===== src/design/sp_pkg.sv =====
package sp_pkg;

    // Scratchpad word
    localparam int DATA_W = 32;
    typedef logic [DATA_W-1:0] data_t;

    localparam int BANK_ROWS = 16;
    localparam int ROW_W = $clog2(BANK_ROWS);
    typedef logic [ROW_W-1:0] row_t;

    // Fixed by the two-bit bank field of the instruction
    localparam int NUM_BANKS = 4;
    localparam int BANK_W = 2;
    typedef logic [BANK_W-1:0] bank_t;

    localparam int DRAM_ADDR_W = 16;
    typedef logic [DRAM_ADDR_W-1:0] dram_addr_t;

    // GEMM row count minus one
    localparam int CNT_W = 4;
    typedef logic [CNT_W-1:0] cnt_t;

    localparam int INSTR_W = 32;
    typedef logic [INSTR_W-1:0] instr_t;

    // Instruction field LSB positions
    localparam int OPC_W = 2;
    localparam int OPC_LSB = 30;
    localparam int BANK_LSB = 28;
    localparam int ROW_LSB = 24;
    localparam int CNT_LSB = 20;
    localparam int ADDR_LSB = 4;

    typedef enum logic [OPC_W-1:0] {
        OP_NOP = 2'd0,
        OP_LOAD = 2'd1,
        OP_STORE = 2'd2,
        OP_GEMM = 2'd3
    } opcode_e;

    typedef enum logic [3:0] {
        IDLE,
        LD_REQ,
        LD_WAIT,
        ST_READ,
        ST_REQ,
        ST_WAIT,
        GM_READ,
        GM_REQ,
        GM_WAIT
    } bank_state_e;

    // Lowest-numbered requesting bank wins
    function automatic bank_t lowest_req(input logic [NUM_BANKS-1:0] req);
        bank_t sel;
        sel = '0;
        for (int i = NUM_BANKS - 1; i >= 0; i--) begin
            if (req[i]) begin
                sel = bank_t'(i);
            end
        end
        return sel;
    endfunction

endpackage


===== src/design/sync_fifo.sv =====
module sync_fifo #(
    parameter int FIFO_DEPTH = 4
) (
    input logic CLK,
    input logic nRST,
    input logic wen,
    input sp_pkg::instr_t wdata,
    input logic ren,
    output sp_pkg::instr_t rdata,
    output logic full,
    output logic empty
);
    import sp_pkg::*;

    localparam int PTR_W = (FIFO_DEPTH > 1) ? $clog2(FIFO_DEPTH) : 1;
    localparam int CNT_W = $clog2(FIFO_DEPTH + 1);

    instr_t mem [FIFO_DEPTH];
    logic [PTR_W-1:0] wptr, rptr;
    logic [CNT_W-1:0] count;
    logic do_write, do_read;

    assign do_write = wen && !full;
    assign do_read = ren && !empty;

    assign full = (count == CNT_W'(FIFO_DEPTH));
    assign empty = (count == '0);
    assign rdata = mem[rptr];

    always_ff @(posedge CLK, negedge nRST) begin
        if (!nRST) begin
            wptr <= '0;
            rptr <= '0;
            count <= '0;
        end else begin
            if (do_write) begin
                wptr <= (wptr == PTR_W'(FIFO_DEPTH - 1)) ? '0 : wptr + 1'b1;
            end
            if (do_read) begin
                rptr <= (rptr == PTR_W'(FIFO_DEPTH - 1)) ? '0 : rptr + 1'b1;
            end
            case ({do_write, do_read})
                2'b10: count <= count + 1'b1;
                2'b01: count <= count - 1'b1;
                default: count <= count;
            endcase
        end
    end

    // Storage only
    always_ff @(posedge CLK) begin
        if (do_write) begin
            mem[wptr] <= wdata;
        end
    end

endmodule


===== src/design/sp_bank.sv =====
module sp_bank (
    input logic CLK,
    input logic nRST,
    input logic wen,
    input sp_pkg::row_t waddr,
    input sp_pkg::data_t wdata,
    input logic ren,
    input sp_pkg::row_t raddr,
    output sp_pkg::data_t rdata
);
    import sp_pkg::*;

    data_t mem [BANK_ROWS];

    always_ff @(posedge CLK, negedge nRST) begin
        if (!nRST) begin
            for (int i = 0; i < BANK_ROWS; i++) begin
                mem[i] <= '0;
            end
            rdata <= '0;
        end else begin
            if (wen) begin
                mem[waddr] <= wdata;
            end
            // Registered read, data valid the next cycle
            if (ren) begin
                rdata <= mem[raddr];
            end
        end
    end

endmodule


===== src/design/bank_access_fsm.sv =====
module bank_access_fsm #(
    parameter int BANK_NUM = 0
) (
    input logic CLK,
    input logic nRST,
    input sp_pkg::instr_t instr_head,
    input logic head_valid,
    output logic take,
    output logic bank_wen,
    output sp_pkg::row_t bank_waddr,
    output sp_pkg::data_t bank_wdata,
    output logic bank_ren,
    output sp_pkg::row_t bank_raddr,
    input sp_pkg::data_t bank_rdata,
    output logic dreq,
    output logic dwe,
    output sp_pkg::dram_addr_t daddr,
    output sp_pkg::data_t dwdata,
    input logic dack,
    input sp_pkg::data_t drdata,
    output logic greq,
    output sp_pkg::data_t gdata,
    output sp_pkg::row_t grow,
    input logic gack,
    output logic load_done,
    output logic store_done,
    output logic gemm_done
);
    import sp_pkg::*;

    bank_state_e state, next_state;
    opcode_e head_op;
    bank_t head_bank;
    row_t row_q;
    cnt_t cnt_q;
    dram_addr_t addr_q;

    assign head_op = opcode_e'(instr_head[OPC_LSB +: OPC_W]);
    assign head_bank = instr_head[BANK_LSB +: BANK_W];

    // Only the addressed bank claims the head
    assign take = (state == IDLE) && head_valid && (head_bank == bank_t'(BANK_NUM))
        && (head_op != OP_NOP);

    always_ff @(posedge CLK, negedge nRST) begin
        if (!nRST) begin
            state <= IDLE;
            row_q <= '0;
            cnt_q <= '0;
            addr_q <= '0;
        end else begin
            state <= next_state;
            if (take) begin
                row_q <= instr_head[ROW_LSB +: ROW_W];
                cnt_q <= instr_head[CNT_LSB +: CNT_W];
                addr_q <= instr_head[ADDR_LSB +: DRAM_ADDR_W];
            end else if ((state == GM_WAIT) && !gack && (cnt_q != '0)) begin
                // Step to the next GEMM row
                row_q <= row_q + 1'b1;
                cnt_q <= cnt_q - 1'b1;
            end
        end
    end

    always_comb begin
        next_state = state;
        case (state)
            IDLE: begin
                if (take) begin
                    case (head_op)
                        OP_LOAD: next_state = LD_REQ;
                        OP_STORE: next_state = ST_READ;
                        OP_GEMM: next_state = GM_READ;
                        default: next_state = IDLE;
                    endcase
                end
            end
            LD_REQ: if (dack) next_state = LD_WAIT;
            LD_WAIT: if (!dack) next_state = IDLE;
            ST_READ: next_state = ST_REQ;
            ST_REQ: if (dack) next_state = ST_WAIT;
            ST_WAIT: if (!dack) next_state = IDLE;
            GM_READ: next_state = GM_REQ;
            GM_REQ: if (gack) next_state = GM_WAIT;
            GM_WAIT: begin
                if (!gack) begin
                    next_state = (cnt_q == '0) ? IDLE : GM_READ;
                end
            end
            default: next_state = IDLE;
        endcase
    end

    // LOAD writes the row while ack is high
    assign bank_wen = (state == LD_REQ) && dack;
    assign bank_waddr = row_q;
    assign bank_wdata = drdata;
    assign bank_ren = (state == ST_READ) || (state == GM_READ);
    assign bank_raddr = row_q;

    assign dreq = (state == LD_REQ) || (state == ST_REQ);
    assign dwe = (state == ST_REQ);
    assign daddr = addr_q;
    assign dwdata = bank_rdata;

    assign greq = (state == GM_REQ);
    assign gdata = bank_rdata;
    assign grow = row_q;

    assign load_done = (state == LD_WAIT) && !dack;
    assign store_done = (state == ST_WAIT) && !dack;
    assign gemm_done = (state == GM_WAIT) && !gack && (cnt_q == '0);

endmodule


===== src/design/dram_arbiter.sv =====
module dram_arbiter (
    input logic CLK,
    input logic nRST,
    input logic [sp_pkg::NUM_BANKS-1:0] req_in,
    input logic [sp_pkg::NUM_BANKS-1:0] we_in,
    input sp_pkg::dram_addr_t [sp_pkg::NUM_BANKS-1:0] addr_in,
    input sp_pkg::data_t [sp_pkg::NUM_BANKS-1:0] wdata_in,
    output logic [sp_pkg::NUM_BANKS-1:0] ack_out,
    output sp_pkg::data_t [sp_pkg::NUM_BANKS-1:0] rdata_out,
    output logic dram_req,
    output logic dram_we,
    output sp_pkg::dram_addr_t dram_addr,
    output sp_pkg::data_t dram_wdata,
    input logic dram_ack,
    input sp_pkg::data_t dram_rdata
);
    import sp_pkg::*;

    bank_t grant;
    logic busy;

    always_ff @(posedge CLK, negedge nRST) begin
        if (!nRST) begin
            busy <= 1'b0;
            grant <= '0;
        end else if (!busy) begin
            // Port is idle here since req is gated by busy
            if ((|req_in) && !dram_ack) begin
                busy <= 1'b1;
                grant <= lowest_req(req_in);
            end
        end else if (!req_in[grant] && !dram_ack) begin
            // Both phases returned low
            busy <= 1'b0;
        end
    end

    assign dram_req = busy && req_in[grant];
    assign dram_we = we_in[grant];
    assign dram_addr = addr_in[grant];
    assign dram_wdata = wdata_in[grant];

    always_comb begin
        for (int i = 0; i < NUM_BANKS; i++) begin
            ack_out[i] = busy && (grant == bank_t'(i)) && dram_ack;
            rdata_out[i] = dram_rdata;
        end
    end

endmodule


===== src/design/gemm_feed.sv =====
module gemm_feed (
    input logic CLK,
    input logic nRST,
    input logic [sp_pkg::NUM_BANKS-1:0] greq,
    input sp_pkg::data_t [sp_pkg::NUM_BANKS-1:0] gdata,
    input sp_pkg::row_t [sp_pkg::NUM_BANKS-1:0] grow,
    output logic [sp_pkg::NUM_BANKS-1:0] gack,
    output logic array_valid,
    output sp_pkg::data_t array_data,
    output sp_pkg::row_t array_row_sel,
    input logic array_ready
);
    import sp_pkg::*;

    bank_t grant, next_grant;
    logic acking;
    logic can_load;
    logic load;

    // Register free, or its row is taken this cycle
    assign can_load = !array_valid || array_ready;
    assign load = !acking && can_load && (|greq);
    assign next_grant = lowest_req(greq);

    always_ff @(posedge CLK, negedge nRST) begin
        if (!nRST) begin
            array_valid <= 1'b0;
            acking <= 1'b0;
            grant <= '0;
        end else if (load) begin
            array_valid <= 1'b1;
            acking <= 1'b1;
            grant <= next_grant;
        end else begin
            if (array_ready) begin
                array_valid <= 1'b0;
            end
            // Release after the bank drops its request
            if (acking && !greq[grant]) begin
                acking <= 1'b0;
            end
        end
    end

    always_ff @(posedge CLK) begin
        if (load) begin
            array_data <= gdata[next_grant];
            array_row_sel <= grow[next_grant];
        end
    end

    always_comb begin
        for (int i = 0; i < NUM_BANKS; i++) begin
            gack[i] = acking && (grant == bank_t'(i));
        end
    end

endmodule


===== src/design/scratchpad.sv =====
module scratchpad #(
    parameter int FIFO_DEPTH = 4
) (
    input logic CLK,
    input logic nRST,
    input logic instr_wen,
    input sp_pkg::instr_t instr_wdata,
    output logic instr_full,
    output logic dram_req,
    output logic dram_we,
    output sp_pkg::dram_addr_t dram_addr,
    output sp_pkg::data_t dram_wdata,
    input logic dram_ack,
    input sp_pkg::data_t dram_rdata,
    output logic array_valid,
    output sp_pkg::data_t array_data,
    output sp_pkg::row_t array_row_sel,
    input logic array_ready,
    output logic load_complete,
    output logic store_complete,
    output logic gemm_complete
);
    import sp_pkg::*;

    instr_t instr_head;
    logic fifo_empty, head_valid, head_is_nop, fifo_ren;

    logic [NUM_BANKS-1:0] take;
    logic [NUM_BANKS-1:0] bank_wen, bank_ren;
    row_t [NUM_BANKS-1:0] bank_waddr, bank_raddr;
    data_t [NUM_BANKS-1:0] bank_wdata, bank_rdata;

    logic [NUM_BANKS-1:0] dreq, dwe, dack;
    dram_addr_t [NUM_BANKS-1:0] daddr;
    data_t [NUM_BANKS-1:0] dwdata, drdata;

    logic [NUM_BANKS-1:0] greq, gack;
    data_t [NUM_BANKS-1:0] gdata;
    row_t [NUM_BANKS-1:0] grow;

    logic [NUM_BANKS-1:0] load_done, store_done, gemm_done;

    sync_fifo #(.FIFO_DEPTH(FIFO_DEPTH)) instr_fifo (
        .CLK(CLK),
        .nRST(nRST),
        .wen(instr_wen),
        .wdata(instr_wdata),
        .ren(fifo_ren),
        .rdata(instr_head),
        .full(instr_full),
        .empty(fifo_empty)
    );

    assign head_valid = !fifo_empty;
    // NOPs are popped without a taker
    assign head_is_nop = head_valid && (opcode_e'(instr_head[OPC_LSB +: OPC_W]) == OP_NOP);
    assign fifo_ren = (|take) || head_is_nop;

    for (genvar b = 0; b < NUM_BANKS; b++) begin : g_bank
        sp_bank bank_inst (
            .CLK(CLK),
            .nRST(nRST),
            .wen(bank_wen[b]),
            .waddr(bank_waddr[b]),
            .wdata(bank_wdata[b]),
            .ren(bank_ren[b]),
            .raddr(bank_raddr[b]),
            .rdata(bank_rdata[b])
        );

        bank_access_fsm #(.BANK_NUM(b)) fsm_inst (
            .CLK(CLK),
            .nRST(nRST),
            .instr_head(instr_head),
            .head_valid(head_valid),
            .take(take[b]),
            .bank_wen(bank_wen[b]),
            .bank_waddr(bank_waddr[b]),
            .bank_wdata(bank_wdata[b]),
            .bank_ren(bank_ren[b]),
            .bank_raddr(bank_raddr[b]),
            .bank_rdata(bank_rdata[b]),
            .dreq(dreq[b]),
            .dwe(dwe[b]),
            .daddr(daddr[b]),
            .dwdata(dwdata[b]),
            .dack(dack[b]),
            .drdata(drdata[b]),
            .greq(greq[b]),
            .gdata(gdata[b]),
            .grow(grow[b]),
            .gack(gack[b]),
            .load_done(load_done[b]),
            .store_done(store_done[b]),
            .gemm_done(gemm_done[b])
        );
    end

    dram_arbiter dram_arb (
        .CLK(CLK),
        .nRST(nRST),
        .req_in(dreq),
        .we_in(dwe),
        .addr_in(daddr),
        .wdata_in(dwdata),
        .ack_out(dack),
        .rdata_out(drdata),
        .dram_req(dram_req),
        .dram_we(dram_we),
        .dram_addr(dram_addr),
        .dram_wdata(dram_wdata),
        .dram_ack(dram_ack),
        .dram_rdata(dram_rdata)
    );

    gemm_feed feed (
        .CLK(CLK),
        .nRST(nRST),
        .greq(greq),
        .gdata(gdata),
        .grow(grow),
        .gack(gack),
        .array_valid(array_valid),
        .array_data(array_data),
        .array_row_sel(array_row_sel),
        .array_ready(array_ready)
    );

    assign load_complete = |load_done;
    assign store_complete = |store_done;
    assign gemm_complete = |gemm_done;

endmodule


===== config.mk =====
export PLATFORM = sky130hd
export DESIGN_NAME = scratchpad
export DESIGN_NICKNAME = d
export VERILOG_FILES = /design/src/design/sp_pkg.sv /design/src/design/sync_fifo.sv /design/src/design/sp_bank.sv /design/src/design/bank_access_fsm.sv /design/src/design/dram_arbiter.sv /design/src/design/gemm_feed.sv /design/src/design/scratchpad.sv
export SDC_FILE = /design/constraint.sdc
export NUM_CORES = 2
export LEC_CHECK = 0
export BUFFER_PORTS_ARGS = -buffer_cell sky130_fd_sc_hd__buf_2
export CORE_MARGIN = 4
export CORE_UTILIZATION = 35
export DETAILED_ROUTE_END_ITERATION = 7
export GPL_ROUTABILITY_DRIVEN = 0
export PLACE_DENSITY = 0.54
export SYNTH_ARGS = -nofsm -noshare
export SYNTH_HDL_FRONTEND = slang
export SYNTH_SLANG_ARGS = --single-unit

===== constraint.sdc =====
create_clock -name CLK -period 3.59 [get_ports CLK]
set_input_delay 0.718 -clock CLK [delete_from_list [all_inputs] [get_ports CLK]]
set_output_delay 0.718 -clock CLK [all_outputs]
set_load 0.01 [all_outputs]

==> impl_metrics.ini <==
[run_status]
status = finished, final reports clean

[synth]
synthTopCellsByArea = dfrtp_1 (52%), mux2_2 (22%), mux4_2 (15%), edfxtp_1 (4.0%), clkbuf_1 (1.0%)
synth_top_family_by_area = multiplexers
yosys.area_share.simple = 0.0206
ys_seq_area_frac = 0.559
syn_inst = 6809
synth-compound-area-share = 0.0121
synth-xor-area-share = 0.00150
yosys.area.top_type = dfrtp_1
ys_types = 81
synthAdderAreaFrac = 0.00356
synth_top_area_share = 0.519
synth_top_flop_cell = dfrtp_1
synthMuxAreaShare = 0.374
synthesis.nets = 6909
ys_ff_latch = 2450
synth-async-reset-ratio = 0.940
netlist_area_sq_um = 111000
ys_warn_count = 0
synth_edf_count = 148
syn_avg_cell_area_sq_um = 16.3

[floorplan]
dieArea_sq_um = 326000
boundaryPins = 160
core_area_sq_um = 315000
rows = 206
die_h_microns = 571
initial_utilization = 0.352
die_w_microns = 571

[detailed_routing]
dr.first_iter.drc_count = 3505
wl_per_cell_microns = 26.4
routed_wl_mm = 298
drc_errors = 0
antenna_left = 0
vias = 60800
dr.pass1.iters = 5
viasPerCell = 5.39

[cells_and_area]
num-fill-cells = 28700
final_cells = 11300
final_util = 0.402
layout.nets = 7015
drive_above_1_share = 0.549
area_delta_synth_final_pct = 14.2

[power]
sequentialPowerShare = 0.420
p_switching_mw = 25.6
irDropWorstVdd_mv = 0.493
p_int_mw = 57.9
p_clk_frac = 0.330
combPwrFrac = 0.250
power.density_nw_per_um2 = 659
p_leak_nw = 59.9
power_switching_share = 0.306

[hold_path]
hold_class = input pin to flip-flop
min_from = instr_wdata[17]
whs_path_depth = 1
holdPathEnd = instr_fifo.mem[3][17]$_DFFE_PP_

[global_routing]
antenna_found_initial = 17
grt_pass1_wl_mm = 451
grt_max_degree = 106
first_global_vias = 65600
grt-ovfl-total = 0
grtUsageTotal = 0.183

[clocking]
root_buffer = clkbuf_16
clk_pin_slew_worst_paths_ns = 0.06
insertion_delay_ns = 0.86
cts_sinks = 2450
clk_path_buf_depth = 4
cts_htree_levels = 5
cts_tree = done
cts-buffers-inserted = 278

[timing]
hold_slack_ns = 0.0908
slew_headroom = 0.150
timing.final.crit_share = 0.973
setup_violations = 0
hold_viol = 0
rsz0062_at_grt = no
fmax_ghz = 0.286
drv_slew = 0
worst-slew-pin-transition_ns = 1.27
min_period_ns = 3.49
clock_skew_ns = 0.0388

[setup_path]
critPathKind = flip-flop to output pin
r2r_cells = 12
r2r-start = instr_fifo.rptr[0]$_DFFE_PN0P_
cp-start-kind = flip-flop
reg2reg_slack_ns = 0.41
timing.rr.end = instr_fifo.count[2]$_DFFE_PN0P_
critPathMaxFanout = 11
endpoint_kind = output pin
crit_arrival_ns = 2.77
crit_required_ns = 2.87

[place]
placed_cells = 10800
numPortBuffers = 155
hpwl_mm = 185

[run]
max_cap_violations = 0
==> cell type report <==
type                       count  area [sq um]  area share
sequential                  2450         62100       0.490
antenna                       21          52.6    0.000415
inverter                      42           158     0.00124
timing repair buffer         486          4480      0.0354
multi-input combinational   3657         45900       0.362
clock buffer                 412          8060      0.0636
tap                         4160          5200      0.0411
clock inverter                63           703     0.00555
==> stage by stage <==
| stage | power, mW | area (sq um) | setup slack, ns | setup TNS (ns) |
|---|---|---|---|---|
| after floorplan | 48.5 | 111000 | 0.00898 | 0 |
| after global placement | 56.2 | 118000 | 0.331 | 0 |
| after detailed placement | 56.7 | 118000 | 0.345 | 0 |
| after CTS | 84.7 | 127000 | -0.0157 | -0.0245 |
| after global routing | 87.5 | 127000 | 0.00936 | 0 |
| final | 83.5 | 127000 | 0.0984 | 0 |
==> power groups by stage <==
stage	Combinational (mW)	Sequential, mW	Clock (mW)
after floorplan	15.0	33.5	0
after global placement	20.8	35.3	0
after detailed placement	21.1	35.6	0
after CTS	21.2	35.1	28.4
after global routing	22.4	35.5	29.6
final	20.9	35.1	27.6
==> metal layers <==
metal,routed length [microns],GRT usage
met5,46,0
met4,9640,0.0578
met3,11100,0.0246
met2,148000,0.310
met1,129000,0.245
==> layout by cell type, fill, tap and decap left out, types with 30 or more instances in the layout <==
cell type | synthesis | layout
nand2_1 | 201 | 148
mux2_1 | 44 | 44
nor2_1 | 43 | 43
buf_4 | 17 | 229
a31oi_1 | 44 | 44
dfrtp_1 | 2302 | 2283
clkbuf_8 | 0 | 51
nand2_2 | 0 | 52
buf_2 | 208 | 154
mux2_2 | 2188 | 2188
buf_12 | 0 | 94
mux4_2 | 715 | 715
clkbuf_1 | 310 | 79
edfxtp_1 | 148 | 148
clkinv_2 | 0 | 30
and2_1 | 50 | 50
clkbuf_16 | 0 | 283
inv_1 | 41 | 41
ha_1 | 30 | 30
a211oi_1 | 39 | 39
==> worst max-delay path by stage <==
stage / start / to / slack [ns] / depth (start not counted)
6_report: dram_arb.grant[0]$_DFFE_PN0P_ / store_complete / 0.1 / 4
5_1_grt: g_bank[3].fsm_inst.cnt_q[0]$_DFFE_PN0P_ / gemm_complete / 0.009 / 6
4_1_cts: g_bank[0].fsm_inst.state[1]$_DFFE_PN0P_ / gemm_complete / -0.02 / 5
3_5_place_dp: dram_ack / g_bank[2].bank_inst.mem[4]$_DFFE_PN0P_ / 0.35 / 7
3_3_place_gp: instr_fifo.rptr[0]$_DFFE_PN0P_ / instr_fifo.count[2]$_DFFE_PN0P_ / 0.33 / 12
2_1_floorplan: instr_fifo.rptr[0]$_DFFE_PN0P_ / instr_fifo.count[2]$_DFFE_PN0P_ / 0.009 / 15
==> synth_stat cells (all sizes together) (24+ instances only) <==
cell    instances
and2           55
inv            42
ha             30
a31oi          45
o21ai          30
nor2           43
nand2         202
nor3           33
nand3          24
edfxtp        148
clkbuf        311
a21oi          29
a211oi         40
buf           349
mux4          715
mux2         2241
dfrtp        2302
==> worst max-delay path, stage by stage, from the launching register on <==
cell	delay [ns]
dfrtp_4	0.62
nand4b_1	0.52
nand4_1	0.35
nand4_1	0.22
buf_2	0.21
==> repair_timing <==
item,CTS,global route
resized for setup,7,4
hold buffers,6,0
buffers inserted,0,1
endpoints found under the hold margin,52,0
endpoints found under the setup margin,16,2
==> state kept, by name, indices dropped and copies added (netlist names) <==
signal,flops
instr_fifo.mem,112
feed.grant,2
feed.array_valid,1
instr_fifo.count,3
dram_arb.grant,2
g_bank.bank_inst.rdata,128
feed.acking,1
instr_fifo.rptr,2
g_bank.bank_inst.mem,2048
instr_fifo.wptr,2
feed.array_data,32
g_bank.fsm_inst.daddr,64
g_bank.fsm_inst.state,16
dram_arb.busy,1
feed.array_row_sel,4
g_bank.fsm_inst.bank_raddr,16
g_bank.fsm_inst.cnt_q,16
==> logic make-up after synthesis <==
family,count (synthesis)
XOR/XNOR,19
multiplexers,2965
adder cells (fa/ha/maj),31
AO/OA/AOI/OAI,196
flip-flops,2450
buffers and inverters,702
AND/OR/NAND/NOR,446
Note: power is estimated with default switching activity, not from simulation.
